`config.mk`:
```
export PLATFORM = sky130hd
export DESIGN_NAME = stoch_mul_top
export DESIGN_NICKNAME = d
export VERILOG_FILES = /design/src/design/stoch_pkg.sv /design/src/design/mul_ctrl.sv /design/src/design/sng.sv /design/src/design/stoch_decode.sv /design/src/design/stoch_mul_top.sv /design/src/design/stream_buffer.sv
export SDC_FILE = /design/constraint.sdc
export NUM_CORES = 1
export LEC_CHECK = 0
export BUFFER_PORTS_ARGS = -buffer_cell sky130_fd_sc_hd__buf_2
export CELL_PAD_IN_SITES_DETAIL_PLACEMENT = 1
export CELL_PAD_IN_SITES_GLOBAL_PLACEMENT = 2
export CORE_UTILIZATION = 30
export CTS_CLUSTER_DIAMETER = 40
export DETAILED_ROUTE_END_ITERATION = 12
export PLACE_DENSITY = 0.64
export REMOVE_ABC_BUFFERS = 1
export SETUP_SLACK_MARGIN = 0.5
export SLEW_MARGIN = 20
export SYNTH_ARGS = -nofsm -noshare
export SYNTH_HDL_FRONTEND = slang
export SYNTH_SLANG_ARGS = --single-unit
```
`constraint.sdc`:
```
create_clock -name clk -period 7.1 [get_ports clk]
set_input_delay 1.42 -clock clk [delete_from_list [all_inputs] [get_ports clk]]
set_output_delay 1.42 -clock clk [all_outputs]
set_load 0.1 [all_outputs]
```
`src/design/stoch_pkg.sv`:
```
package stoch_pkg;

   // operand and stream geometry
   localparam int DATA_W = 5;
   localparam int SR_LEN = 2 ** DATA_W;   // one full generator period
   localparam int LANES = 8;
   localparam int LANE_CNT_W = $clog2(SR_LEN + 1);   // must hold SR_LEN itself
   localparam int RES_W = 10;

   // phase lengths in clock cycles
   localparam int FILL_CYCLES = SR_LEN;
   localparam int ACC_CYCLES = SR_LEN;

   // operands, c is the offset added after the product
   typedef struct packed {
      logic [DATA_W-1:0] a;
      logic [DATA_W-1:0] b;
      logic [DATA_W-1:0] c;
   } cfg_t;

   typedef struct packed {
      logic clear;      // sync clear of datapath state
      logic gen_en;     // generator counters step
      logic shift_en;   // stream registers move
      logic wrap;       // recirculate, also gates the lane counters
      logic capture;    // decoder latches result
   } phase_ctrl_t;

endpackage

```
`src/design/mul_ctrl.sv`:
```
`timescale 1ns/1ps

module mul_ctrl (
   input  logic                 clk,
   input  logic                 rst,
   input  logic                 cfg_wr,
   input  stoch_pkg::cfg_t      cfg,
   input  logic                 start,
   output logic                 busy,
   output logic                 done,
   output stoch_pkg::phase_ctrl_t ph,
   output stoch_pkg::cfg_t      op
);

   localparam int MAX_PHASE = (stoch_pkg::FILL_CYCLES > stoch_pkg::ACC_CYCLES) ?
                              stoch_pkg::FILL_CYCLES : stoch_pkg::ACC_CYCLES;
   localparam int CYC_W = $clog2(MAX_PHASE);

   localparam logic [CYC_W-1:0] FILL_LAST = CYC_W'(stoch_pkg::FILL_CYCLES - 1);
   localparam logic [CYC_W-1:0] ACC_LAST = CYC_W'(stoch_pkg::ACC_CYCLES - 1);

   typedef enum logic [2:0] {
      S_IDLE,
      S_CLEAR,
      S_FILL,
      S_ACC,
      S_CAPT
   } state_t;

   state_t           state;
   logic [CYC_W-1:0] cyc;

   assign busy = (state != S_IDLE);

   // operands only change between jobs
   always_ff @(posedge clk or posedge rst) begin
      if (rst) begin
         op <= '0;
      end else if (cfg_wr && !busy) begin
         op <= cfg;
      end
   end

   always_ff @(posedge clk or posedge rst) begin
      if (rst) begin
         state <= S_IDLE;
         cyc   <= '0;
         done  <= 1'b0;
      end else begin
         done <= 1'b0;
         case (state)
            S_IDLE: begin
               if (start) begin
                  state <= S_CLEAR;
               end
            end
            S_CLEAR: begin
               state <= S_FILL;
               cyc   <= '0;
            end
            S_FILL: begin
               if (cyc == FILL_LAST) begin
                  state <= S_ACC;
                  cyc   <= '0;
               end else begin
                  cyc <= cyc + 1'b1;
               end
            end
            S_ACC: begin
               if (cyc == ACC_LAST) begin
                  state <= S_CAPT;
                  cyc   <= '0;
               end else begin
                  cyc <= cyc + 1'b1;
               end
            end
            S_CAPT: begin
               state <= S_IDLE;
               done  <= 1'b1;   // lines up with the new result
            end
            default: state <= S_IDLE;
         endcase
      end
   end

   always_comb begin
      ph = '0;
      case (state)
         S_CLEAR: ph.clear = 1'b1;
         S_FILL: begin
            ph.gen_en   = 1'b1;
            ph.shift_en = 1'b1;
         end
         S_ACC: begin
            ph.shift_en = 1'b1;
            ph.wrap     = 1'b1;
         end
         S_CAPT: ph.capture = 1'b1;
         default: ph = '0;
      endcase
   end

   // rotating without shifting would count one window over and over
   a_wrap_shifts: assert property (@(posedge clk) disable iff (rst) ph.wrap |-> ph.shift_en);

   a_done_pulse: assert property (@(posedge clk) disable iff (rst) done |=> !done);

endmodule

```
`src/design/sng.sv`:
```
`timescale 1ns/1ps

module sng #(
   parameter bit BIT_REVERSE = 1'b0
) (
   input  logic                          clk,
   input  logic                          rst,
   input  stoch_pkg::phase_ctrl_t        ph,
   input  logic [stoch_pkg::DATA_W-1:0]  value,
   output logic                          bit_out
);

   logic [stoch_pkg::DATA_W-1:0] cnt;
   logic [stoch_pkg::DATA_W-1:0] cnt_rev;
   logic [stoch_pkg::DATA_W-1:0] ref_val;

   always_ff @(posedge clk or posedge rst) begin
      if (rst) begin
         cnt <= '0;
      end else if (ph.clear) begin
         cnt <= '0;
      end else if (ph.gen_en) begin
         cnt <= cnt + 1'b1;   // wraps after one full period
      end
   end

   always_comb begin
      for (int i = 0; i < stoch_pkg::DATA_W; i++) begin
         cnt_rev[i] = cnt[stoch_pkg::DATA_W-1-i];
      end
   end

   // reversed order decorrelates this stream from a plain-count one
   assign ref_val = BIT_REVERSE ? cnt_rev : cnt;

   // high on exactly value of the counter states
   assign bit_out = (value > ref_val);

endmodule

```
`src/design/stoch_decode.sv`:
```
`timescale 1ns/1ps

module stoch_decode (
   input  logic                           clk,
   input  logic                           rst,
   input  stoch_pkg::phase_ctrl_t         ph,
   input  logic [stoch_pkg::LANES-1:0]    win_a,
   input  logic [stoch_pkg::LANES-1:0]    win_b,
   input  logic [stoch_pkg::DATA_W-1:0]   offset,
   output logic [stoch_pkg::RES_W-1:0]    result
);

   logic [stoch_pkg::LANES-1:0]      hit;
   logic [stoch_pkg::LANE_CNT_W-1:0] lane_cnt [stoch_pkg::LANES];
   logic [stoch_pkg::RES_W-1:0]      lane_sum;

   // AND of two stream bits is their product
   assign hit = win_a & win_b;

   always_ff @(posedge clk or posedge rst) begin
      if (rst) begin
         for (int i = 0; i < stoch_pkg::LANES; i++) begin
            lane_cnt[i] <= '0;
         end
      end else if (ph.clear) begin
         for (int i = 0; i < stoch_pkg::LANES; i++) begin
            lane_cnt[i] <= '0;
         end
      end else if (ph.wrap) begin
         for (int i = 0; i < stoch_pkg::LANES; i++) begin
            if (hit[i]) begin
               lane_cnt[i] <= lane_cnt[i] + 1'b1;
            end
         end
      end
   end

   always_comb begin
      lane_sum = '0;
      for (int i = 0; i < stoch_pkg::LANES; i++) begin
         lane_sum = lane_sum + stoch_pkg::RES_W'(lane_cnt[i]);
      end
   end

   // held until the next capture
   always_ff @(posedge clk or posedge rst) begin
      if (rst) begin
         result <= '0;
      end else if (ph.capture) begin
         result <= lane_sum + stoch_pkg::RES_W'(offset);
      end
   end

   // the accumulate phase must last no more than one rotation
   for (genvar g = 0; g < stoch_pkg::LANES; g++) begin : g_lane_chk
      a_lane_bound: assert property (@(posedge clk) disable iff (rst)
         lane_cnt[g] <= stoch_pkg::LANE_CNT_W'(stoch_pkg::SR_LEN));
   end

endmodule

```
`src/design/stoch_mul_top.sv`:
```
`timescale 1ns/1ps

module stoch_mul_top (
   input  logic                          clk,
   input  logic                          rst,
   input  logic                          cfg_wr,
   input  stoch_pkg::cfg_t               cfg,
   input  logic                          start,
   output logic                          busy,
   output logic                          done,
   output logic [stoch_pkg::RES_W-1:0]   result
);

   stoch_pkg::phase_ctrl_t      ph;
   stoch_pkg::cfg_t             op;
   logic                        bit_a;
   logic                        bit_b;
   logic [stoch_pkg::LANES-1:0] win_a;
   logic [stoch_pkg::LANES-1:0] win_b;

   mul_ctrl u_ctrl (
      .clk    (clk),
      .rst    (rst),
      .cfg_wr (cfg_wr),
      .cfg    (cfg),
      .start  (start),
      .busy   (busy),
      .done   (done),
      .ph     (ph),
      .op     (op)
   );

   // a follows the plain count
   sng #(.BIT_REVERSE(1'b0)) u_sng_a (
      .clk     (clk),
      .rst     (rst),
      .ph      (ph),
      .value   (op.a),
      .bit_out (bit_a)
   );

   // b follows the reversed count
   sng #(.BIT_REVERSE(1'b1)) u_sng_b (
      .clk     (clk),
      .rst     (rst),
      .ph      (ph),
      .value   (op.b),
      .bit_out (bit_b)
   );

   stream_buffer u_buf_a (
      .clk     (clk),
      .rst     (rst),
      .ph      (ph),
      .scan_in (bit_a),
      .window  (win_a)
   );

   stream_buffer u_buf_b (
      .clk     (clk),
      .rst     (rst),
      .ph      (ph),
      .scan_in (bit_b),
      .window  (win_b)
   );

   stoch_decode u_dec (
      .clk    (clk),
      .rst    (rst),
      .ph     (ph),
      .win_a  (win_a),
      .win_b  (win_b),
      .offset (op.c),
      .result (result)
   );

endmodule

```
`src/design/stream_buffer.sv`:
```
`timescale 1ns/1ps

module stream_buffer (
   input  logic                         clk,
   input  logic                         rst,
   input  stoch_pkg::phase_ctrl_t       ph,
   input  logic                         scan_in,
   output logic [stoch_pkg::LANES-1:0]  window
);

   logic [stoch_pkg::SR_LEN-1:0] sr;
   logic                         sr_in;

   // top bit feeds back during accumulate
   assign sr_in = ph.wrap ? sr[stoch_pkg::SR_LEN-1] : scan_in;

   always_ff @(posedge clk or posedge rst) begin
      if (rst) begin
         sr <= '0;
      end else if (ph.clear) begin
         sr <= '0;
      end else if (ph.shift_en) begin
         sr <= {sr[stoch_pkg::SR_LEN-2:0], sr_in};
      end
   end

   // oldest LANES bits, first sample at the very top
   assign window = sr[stoch_pkg::SR_LEN-1 -: stoch_pkg::LANES];

endmodule

```
=== Word level (Yosys, flattened, before mapping) ===
Cells that the tools add are included.
Widths: inputs -> output; s select.

* Add/sub/neg operators: 19
* Order comparisons: 2
* Equal/unequal tests: 8
* Muxes and demuxes: 31
* Bitwise logic cells: 1
* Reductions and logical operators: 26

{| class="wikitable"
|+ Operator list
! kind !! number
|-
| $mux 32 || 4
|-
| $mux 48 || 2
|-
| $add 10x6->10 || 6
|-
| $add 6x1->6 const B || 8
|-
| $mux 6 || 8
|-
| $mux 5 || 5
|-
| $reduce_bool 2->1 || 12
|-
| $reduce_and 2->1 || 8
|-
| $add 5x1->5 const B || 3
|-
| $pmux 3 s4 || 1
|-
| $add 10x5->10 || 1
|-
| $gt 5x5->1 || 2
|-
| $pmux 5 s2 || 1
|-
| $mux 3 || 3
|-
| $and 8x8->8 || 1
|-
| $add 6x6->7 || 1
|-
| $mux 1 || 7
|-
| $eq 3x2->1 const B || 2
|-
| $eq 5x5->1 const B || 1
|-
| $ne 2x1->1 const B || 2
|-
| $eq 3x1->1 const B || 1
|-
| $eq 3x3->1 const B || 1
|-
| $logic_not 3->1 || 1
|-
| $reduce_and 3->1 || 1
|-
| 5 further kinds || 5
|}

* Bits in registers: 156
* Bits of input ports: 19
* Output and inout bits: 12
* Word-level logic and storage cells: 106

=== Logic depth before layout (Yosys ltp) ===
Gate-level depths: netlist of run 1.

* Depth in word-level cells: 8
* Mapped depth: 16
* Mapped depth without buffers: 16

=== Hierarchy ===
A second synthesis of run 1 with hierarchy kept.

* Cells, all modules: 764
* Area, all modules: 8552.0 µm²

{| class="wikitable"
|+ By module, submodules not included
! module !! times used !! cells each !! area an instance (µm²) !! sequential area each (µm²)
|-
| stoch_decode || 1 || 388 || 3956.3 || 1451.4
|-
| stream_buffer || 2 || 113 || 1408.9 || 800.8
|-
| mul_ctrl || 1 || 76 || 1092.3 || 600.6
|-
| sng || 2 || 37 || 342.8 || 125.1
|}

=== Worst setup path before layout of run 1 ===
No wires, ideal clock.

* Path kind: reg-to-reg
* Start: register u_dec.lane_cnt[36] in the netlist's numbering
* End: register u_dec.result[8] in the netlist's numbering
* Library setup time: 72 ps
* Arrival time: 4831 ps
* Data required time: 7028 ps
* Setup slack: 2198 ps
* Cell stages (with the launch flop): 17
* Path buffers: 0
* Period minus slack after synthesis: 4902 ps
* Cell sequence: dfrtp_1 -> ha_1 -> fa_1 -> a21o_1 -> a21oi_1 -> xnor2_1 -> fa_1 -> inv_1 -> fa_1 -> fa_1 -> fa_1 -> inv_1 -> ha_1 -> nor2b_1 -> o31a_1 -> or4_1 -> nand3_1

* Word-level cells in the longest chain between the ends: 8

{| class="wikitable"
|+ Ends and longest elaborated chain
! element !! line !! text
|-
| from (decl) || stoch_decode.sv:14 || <nowiki>logic [stoch_pkg::LANE_CNT_W-1:0] lane_cnt [stoch_pkg::LANES];</nowiki>
|-
| from (signal, indexed assignment) || stoch_decode.sv:32 || <nowiki>lane_cnt[i] <= lane_cnt[i] + 1'b1;</nowiki>
|-
| $add 6x6->7 || stoch_decode.sv:41 || <nowiki>lane_sum = lane_sum + stoch_pkg::RES_W'(lane_cnt[i]);</nowiki>
|-
| $add 10x6->10 (6 in series) || stoch_decode.sv:41 ||
|-
| $add 10x5->10 || stoch_decode.sv:50 || <nowiki>result <= lane_sum + stoch_pkg::RES_W'(offset);</nowiki>
|-
| to (signal assigned) || stoch_decode.sv:50 ||
|-
| to (decl) || stoch_decode.sv:10 || <nowiki>output logic [stoch_pkg::RES_W-1:0] result</nowiki>
|}

Every way passes these cells.
A chain may end at the register's enable or synchronous reset.

=== Final worst setup path of run 1 ===
Same ends and word-level chain as after synthesis.

==> results by group, run 1 <==
Layout
  • Number of fillers in the final layout: 2954
  • Fraction of layout instances using a drive strength above 1: 12.9%
  • Area used by sequential logic in the layout: 3900 um2
  • Diode count: 0
  • P&R area growth vs syn: 13.5%
  • Area taken by multi-input logic gates: 3930 um2
  • Layout Nets: 858
  • Post-route non-filler standard cell count: 1118

Global route
  • Initial antenna violation count: 0
  • Grt total ovfl: 0
  • Number of global-route vias before repair: 6381
  • Global-route usage over all layers: 15.1%
  • First-pass GRT wire length: 33.4 mm
  • Pin count of the biggest net entering global routing: 104

Clocking
  • CTS root buffer: clkbuf_16
  • CTS Sinks: 156
  • Depth of the CTS H-tree: 4
  • TritonCTS clock tree: done
  • Count of cells resized by post-cts repair: 0
  • Cts hold-fix bufs: 0
  • Clock input transition at the sequential cells of the worst setup and hold paths: 0.07 ns
  • Total setup buffers inserted after CTS: 0
  • Maximum buffer depth of the clock tree: 2
  • Later-pin clock latency in the skew report: 0.44 ns
  • Clock buffers created by TritonCTS: 17

Drt
  • Routed len/inst: 17.4 um
  • Number of DRC markers after the initial detailed-route iteration: 223
  • Routed Wire Length: 19.5 mm
  • Ratio of routed vias to standard cells: 5.13
  • DRT Pass-1 Iters: 4
  • DRC violations left: 0
  • Routed Antenna Nets: 0
  • DR vias: 5732

Run
  • Number of maximum-capacitance violations: 0

Setup path
  • Class of the most critical setup path: register to register
  • Worst Setup SP: u_dec.lane_cnt[36]
  • Startpoint type of the worst setup path: register
  • Nature of the critical path endpoint: register
  • Startpoint of the lowest-slack register-to-register path: u_dec.lane_cnt[36]
  • Required arrival time at the worst endpoint: 7.47 ns
  • Maximum net fanout on the critical path: 5
  • Arrival time worst endpoint: 5.52 ns

Yosys
  • Count of yosys warnings during synthesis: 0
  • Top flip-flop cell by instance count after synthesis: dfrtp_1
  • Part of the Yosys area used for sequential elements: 47.4%
  • Post-Synthesis Cell Area: 8230 um2
  • Dominant cell type by area after synthesis: dfrtp_1
  • Yosys top cell area share: 47.4%
  • Gate count of the mapped netlist: 743
  • Mean instance size in the synthesized netlist: 11.1 um2
  • Number of unique standard cell types used by synthesis: 52
  • Top cells by area, synth: dfrtp_1, fa_1, a22o_1
  • FFs w/ async S/R, synth: 100%
  • EDFF count, synth: 0
  • #FFs+latches synth: 156

Timing
  • Final worst path period share: 72.6%
  • Slew @ Worst Pin: 1.05 ns
  • RSZ-0062 raised after global routing: no
  • Final Hold Vio Count: 0
  • Count of pins over their slew limit: 0
  • Setup TNS: 0 ns
  • Shortest clock period the worst path allows after layout: 5.15 ns
  • Top achievable clock speed: 194 MHz
  • Worst Clk Skew: 0.0111 ns
  • Slew HR: 29.7%
  • Number of setup violations in the final report: 0

Place
  • Routability-driven placement congestion ratio: 0.790
  • Total placed cells including tap cells: 1086
  • Input/output buffers: 30
  • Placed wire-length estimate after detailed placement: 13.6 mm

Floorplanning
  • IO Pins: 31
  • Core region area: 27000 um2
  • DIE AREA: 28100 um2
  • Starting Density: 30.5%
  • Horiz. Die Dim: 168 um
  • Die height: 168 um
  • Number of rows created at floorplan: 60

Worst hold path
  • Class of the tightest hold or removal check: register to register
  • Start point of the worst hold path: u_dec.result[6]

Status
  • Outcome: completed
## per-stage QoR
step | hold slack (ns) | area [um2] | utilization (%) | setup WS [ns]
finish | 0.477 | 9340 | 34.7 | 1.95
global placement | 0.455 | 8710 | 32.3 | 2.01
global route | 0.495 | 9340 | 34.7 | 1.74
detailed placement | 0.461 | 8710 | 32.3 | 1.96
floorplan | 0.439 | 8060 | - | 1.47
CTS | 0.477 | 9340 | 34.7 | 1.92
## critical path, stage by stage (launching register included)
cell and delay (ns):
dfrtp_1 0.44, ha_1 0.25, fa_1 0.41, a21o_1 0.20
a21oi_1 0.21, xnor2_1 0.12, fa_1 0.49, inv_1 0.06
fa_1 0.50, fa_1 0.52, fa_1 0.54, inv_1 0.04
ha_1 0.33, nor2b_1 0.16, o31a_1 0.26, or4_1 0.47
nand3_1 0.10
## layout make-up
class / count / share of cell area, %
clock inverter: 15 / 2.13
sequential: 156 / 41.8
timing repair buffer: 36 / 2.09
multi-input combinational: 485 / 42.1
tap: 341 / 4.57
inverter: 68 / 2.79
clock buffer: 17 / 4.56
## layout by cell type, fill, tap and decap left out, drive strengths merged, types with 7 or more instances in the layout
cell	netlist	final
nand4	8	8
nand2	59	59
o21ai	39	39
a22o	71	71
ha	40	40
nand3	23	23
nor3b	7	7
fa	35	35
mux2i	10	10
mux2	17	17
nor2	47	47
buf	23	36
dfrtp	156	156
nor3	13	13
xnor2	22	22
inv	68	75
a21oi	17	17
a211oi	12	12
clkbuf	11	17
## cells in the mapped netlist (2+ instances only)
cell type	number
dfrtp_1	156
a22o_1	71
inv_1	67
nand2_1	59
nor2_1	46
ha_1	40
o21ai_0	39
fa_1	35
nand3_1	23
xnor2_1	22
a21oi_1	17
mux2_2	17
buf_2	14
nor3_1	13
a211oi_1	12
clkbuf_1	11
mux2i_1	10
nand4_1	8
a22oi_1	6
nor3b_1	6
o22ai_1	6
a2111oi_2	5
a21o_1	5
nand2b_1	5
buf_1	4
buf_4	4
nor2b_1	4
nor4_1	3
o21a_1	3
o31ai_1	3
xor2_1	3
a31oi_1	2
a32o_1	2
and3_1	2
o2111ai_1	2
o41ai_1	2
## sequential cells by signal, summed over array words and instances, names as in the netlist
register        flops
u_ctrl.cyc          5
u_dec.result       10
u_ctrl.done         1
u_ctrl.state        3
u_buf_b.sr         32
u_dec.lane_cnt     48
u_buf_a.sr         32
u_ctrl.op          15
u_sng_b.cnt         5
u_sng_a.cnt         5
## final timing paths
check	slack [ns]	cells past startpoint	to
max	1.95	16	u_dec.result[8]
max reg2reg	1.95	16	u_dec.result[8]
min in group asynchronous	1.20	2	u_buf_b.sr[8]
min reg2reg	0.48	1	u_dec.result[6]
max in group asynchronous	4.59	3	u_dec.lane_cnt[27]
min	0.48	1	u_dec.result[6]
## routing by layer
metal	part of all wire [%]	track usage [%]	wire [um]	vias to the layer above
met5	0	0	0	-
met4	1.4	4.67	275	0
met3	1.8	2.58	359	18
met2	50	25.8	9790	53
met1	46	19.4	9040	2995
li1	-	-	-	2666
## cell families (layout without fill, tap and decap cells)
family	after synthesis	in the layout	synth area share (%)
compound gates	182	182	16.5
xor+xnor	25	25	2.66
fa+ha+maj	75	75	14.6
buf+inv	102	136	5.14
flops	156	156	47.4
mux	27	27	3.54
simple gates	176	176	10.1
Power of run 1 is not shown: default switching activity piles up to over one toggle a cycle in this logic, so the estimate is an artifact.
==> inputs of run 2 (changes only) <==
--- a/config.mk
+++ b/config.mk
@@ -5,13 +5,14 @@
 export SDC_FILE = /design/constraint.sdc
 export NUM_CORES = 1
 export LEC_CHECK = 0
+export ABC_AREA = 1
 export BUFFER_PORTS_ARGS = -buffer_cell sky130_fd_sc_hd__buf_2
 export CELL_PAD_IN_SITES_DETAIL_PLACEMENT = 1
 export CELL_PAD_IN_SITES_GLOBAL_PLACEMENT = 2
 export CORE_UTILIZATION = 30
 export CTS_CLUSTER_DIAMETER = 40
 export DETAILED_ROUTE_END_ITERATION = 12
-export PLACE_DENSITY = 0.64
+export PLACE_DENSITY = 0.67
 export REMOVE_ABC_BUFFERS = 1
 export SETUP_SLACK_MARGIN = 0.5
 export SLEW_MARGIN = 20
==> constraint.sdc (replaced) <==
create_clock -name clk -period 5 [get_ports clk]
set_input_delay 1 -clock clk [delete_from_list [all_inputs] [get_ports clk]]
set_output_delay 1 -clock clk [all_outputs]
set_load 0.1 [all_outputs]
==> run 2 against run 1 <==
Net effect: synthesized cell count is 24% higher; fmax is 17% higher; core utilization grew 1.0 points; sequential share of layout area shrank 2.5 points; final area increased by 6.6%.
==> results by group, run 2 <==
Status
  • Outcome: completed (unchanged)

Floorplanning
  • Core region area: 27900 um2 (was 27000 um2)
  • Die height: 171 um (was 168 um)
  • Horiz. Die Dim: 171 um (was 168 um)
  • IO Pins: 31 (unchanged)
  • Number of rows created at floorplan: 61 (was 60)
  • DIE AREA: 29200 um2 (was 28100 um2)
  • Starting Density: 30.7% (was 30.5%)

Layout
  • Number of fillers in the final layout: 3300 (was 2954)
  • Flip-flop count of the largest register, all copies and words added: 48 (unchanged)
  • Diode count: 0 (unchanged)
  • Post-route non-filler standard cell count: 1361 (was 1118)
  • P&R area growth vs syn: 16.3% (was 13.5%)
  • Layout Nets: 1065 (was 858)
  • Top library cells by usage in the layout, fill and taps aside: inv_1, nand2_1, dfrtp_1 (was dfrtp_1, a22o_1, inv_1)
  • Most common cell after layout, fill and taps aside: inv_1 (was dfrtp_1)
  • Fraction of layout instances using a drive strength above 1: 16.6% (was 12.9%)
  • Leading registers by flop count: u_dec.lane_cnt x48, u_buf_a.sr x32, u_buf_b.sr x32 (unchanged)
  • Largest register by flop count: u_dec.lane_cnt (unchanged)
  • Final std cell area, no fill: 9960 um2 (was 9340 um2)

Power and ir drop
  • Power consumption: 4.42 mW
  • Internal power: 2.65 mW
  • Relative contribution of the clock network to total power: 29.5%
  • Switching Power: 1.77 mW
  • Leakage power figure: 4.71 nW
  • Cell area power density: 444 nW/um2
  • Part of the power in registers: 35.6%
  • Combinational Power Share: 34.9%
  • Switching fraction of total power: 40.0%
  • Maximum VDD drop: 0.218 mV

Yosys
  • Part of the Yosys area used for sequential elements: 45.6% (was 47.4%)
  • FFs w/ async S/R, synth: 100% (unchanged)
  • Gate count of the mapped netlist: 925 (was 743)
  • Top flip-flop cell by instance count after synthesis: dfrtp_1 (unchanged)
  • Cell with the most instances after synthesis: inv_1 (was dfrtp_1)
  • Count of yosys warnings during synthesis: 0 (unchanged)
  • Yosys top cell area share: 45.6% (was 47.4%)
  • Mean instance size in the synthesized netlist: 9.26 um2 (was 11.1 um2)
  • EDFF count, synth: 0 (unchanged)
  • Number of unique standard cell types used by synthesis: 36 (was 52)
  • #FFs+latches synth: 156 (unchanged)
  • Ranking of synthesized cells by instance count: inv_1, dfrtp_1, nand2_1, o22ai_1, o21ai_0 (was dfrtp_1, a22o_1, inv_1, nand2_1, nor2_1)
  • Dominant cell type by area after synthesis: dfrtp_1 (unchanged)
  • Post-Synthesis Cell Area: 8560 um2 (was 8230 um2)
  • Top cells by area, synth: dfrtp_1, inv_1, fa_1 (was dfrtp_1, fa_1, a22o_1)

Drt
  • DRC violations left: 0 (unchanged)
  • Routed Wire Length: 20.4 mm (was 19.5 mm)
  • DRT Pass-1 Iters: 4 (unchanged)
  • Ratio of routed vias to standard cells: 4.56 (was 5.13)
  • Routed len/inst: 15.0 um (was 17.4 um)
  • Number of DRC markers after the initial detailed-route iteration: 252 (was 223)
  • Routed Antenna Nets: 0 (unchanged)
  • DR vias: 6211 (was 5732)

Timing
  • Number of setup violations in the final report: 0 (unchanged)
  • Count of pins over their slew limit: 0 (unchanged)
  • Shortest clock period the worst path allows after layout: 4.40 ns (was 5.15 ns)
  • Final worst path period share: 88.0% (was 72.6%)
  • Top achievable clock speed: 227 MHz (was 194 MHz)
  • Final Hold Vio Count: 0 (unchanged)
  • RSZ-0062 raised after global routing: yes (was no)
  • Slew HR: 28.6% (was 29.7%)
  • Worst Clk Skew: 0.0155 ns (was 0.0111 ns)
  • Slew @ Worst Pin: 1.07 ns (was 1.05 ns)

Clocking
  • TritonCTS clock tree: done (unchanged)
  • Later-pin clock latency in the skew report: 0.44 ns (about the same)
  • Clock input transition at the sequential cells of the worst setup and hold paths: 0.07 ns (about the same)
  • Clock buffers created by TritonCTS: 17 (unchanged)
  • Maximum buffer depth of the clock tree: 2 (unchanged)
  • Depth of the CTS H-tree: 4 (unchanged)
  • CTS Sinks: 156 (unchanged)
  • Cts hold-fix bufs: 0 (unchanged)
  • CTS root buffer: clkbuf_16 (unchanged)

Global route
  • Number of global-route vias before repair: 6691 (was 6381)
  • Grt total ovfl: 0 (unchanged)
  • Pin count of the biggest net entering global routing: 103 (was 104)
  • Initial antenna violation count: 0 (unchanged)
  • First-pass GRT wire length: 34.4 mm (was 33.4 mm)
  • Global-route usage over all layers: 15.3% (was 15.1%)

Setup path
  • Nature of the critical path endpoint: register (unchanged)
  • Class of the most critical setup path: register to register (unchanged)
  • Arrival time worst endpoint: 4.73 ns (was 5.52 ns)
  • Maximum net fanout on the critical path: 4 (was 5)
  • Required arrival time at the worst endpoint: 5.33 ns (was 7.47 ns)
  • Startpoint of the lowest-slack register-to-register path: u_dec.lane_cnt[36] (unchanged)
  • Startpoint type of the worst setup path: register (unchanged)
  • Slack of the worst reg-to-reg path: 0.60 ns (was 1.95 ns)
  • Worst Setup SP: u_dec.lane_cnt[36] (unchanged)

Place
  • Placed wire-length estimate after detailed placement: 14.3 mm (was 13.6 mm)
  • Input/output buffers: 30 (unchanged)
  • Placed instance area: 9060 um2 (was 8710 um2)
  • Total placed cells including tap cells: 1315 (was 1086)
  • Routability-driven placement congestion ratio: 0.760 (was 0.790)

Worst hold path
  • Start point of the worst hold path: u_dec.result[1] (was u_dec.result[6])
  • Class of the tightest hold or removal check: register to register (unchanged)

Run
  • Number of maximum-capacitance violations: 0 (unchanged)
## run 2: power by group through the flow
stage / logic [mW] / clock network [mW] / registers, mW
detailed placement: 1.52 / 0 / 1.60
global placement: 1.49 / 0 / 1.60
finish: 1.54 / 1.31 / 1.57
global route: 1.77 / 1.40 / 1.60
floorplan: 1.09 / 0 / 1.55
CTS: 1.54 / 1.36 / 1.58
## run 2: routing by layer
layer | up-vias | track usage [%] | part of all wire (%)
met2 | 41 | 25.6 | 49
li1 | 3086 | - | -
met1 | 3065 | 19.9 | 48
met5 | - | 0 | 0
met4 | 0 | 4.54 | 1.4
met3 | 19 | 2.94 | 1.9
## run 2: area by class of cell
cell class | instances | area, um2 | area share (%)
Multi-Input combinational cell | 550 | 3950 | 39.7
Clock inverter | 14 | 155 | 1.56
Clock buffer | 17 | 425 | 4.27
Tap cell | 378 | 473 | 4.75
Inverter | 197 | 747 | 7.50
Sequential cell | 156 | 3910 | 39.3
Timing Repair Buffer | 49 | 293 | 2.94
## run 2: through the flow
step / worst slack (ns) / hold WS (ns) / utilization, % / TNS, ns
floorplan: -0.207 / 0.442 / - / -32.22
CTS: 0.494 / 0.481 / 34.9 / 0
detailed placement: 0.203 / 0.463 / 32.4 / 0
global placement: 0.264 / 0.458 / 32.4 / 0
global route: 0.436 / 0.501 / 35.7 / 0
finish: 0.598 / 0.476 / 35.7 / 0
## run 2: timing repair
action                                  in CTS  in global routing
buffers inserted                             4                 11
gates resized for setup                     15                 33
endpoints found under the setup margin       6                  5
pin swaps                                    7                 22
## run 2: cell families (layout without fill, tap and decap cells)
logic type / after synthesis / count (layout) / synth area share (%)
flip-flops: 156 / 156 / 45.6
multiplexers: 12 / 12 / 1.58
buffers and inverters: 219 / 277 / 10.7
AO/OA/AOI/OAI: 162 / 162 / 12.0
XOR/XNOR: 15 / 15 / 1.53
adder cells (fa/ha/maj): 75 / 75 / 14.0
AND/OR/NAND/NOR: 286 / 286 / 14.6
## run 2: path summary, 6_finish.rpt
check / endpoint / depth (start not counted)
worst max-delay path: u_dec.result[5] / 20
worst min register to register: u_dec.result[1] / 2
max in group asynchronous: u_dec.lane_cnt[27] / 3
worst min-delay path: u_dec.result[1] / 2
min in group asynchronous: u_ctrl.op[11] / 2
worst max register to register: u_dec.result[5] / 20
## run 2: worst max-delay path, stage by stage (launching register included)
cell and delay, ns:
dfrtp_1 0.39, ha_2 0.21, fa_2 0.36, nand3_2 0.08, nand2_2 0.08, xnor2_2 0.13
inv_1 0.07, fa_1 0.56, inv_2 0.05, fa_2 0.54, fa_1 0.44, fa_1 0.54
inv_2 0.05, ha_4 0.23, nand2_2 0.06, inv_2 0.04, nand2_2 0.06, nand3_2 0.08
or2_4 0.24, nand3_2 0.05, nand2_1 0.05
No activity file was read; power rests on OpenSTA's default activity.
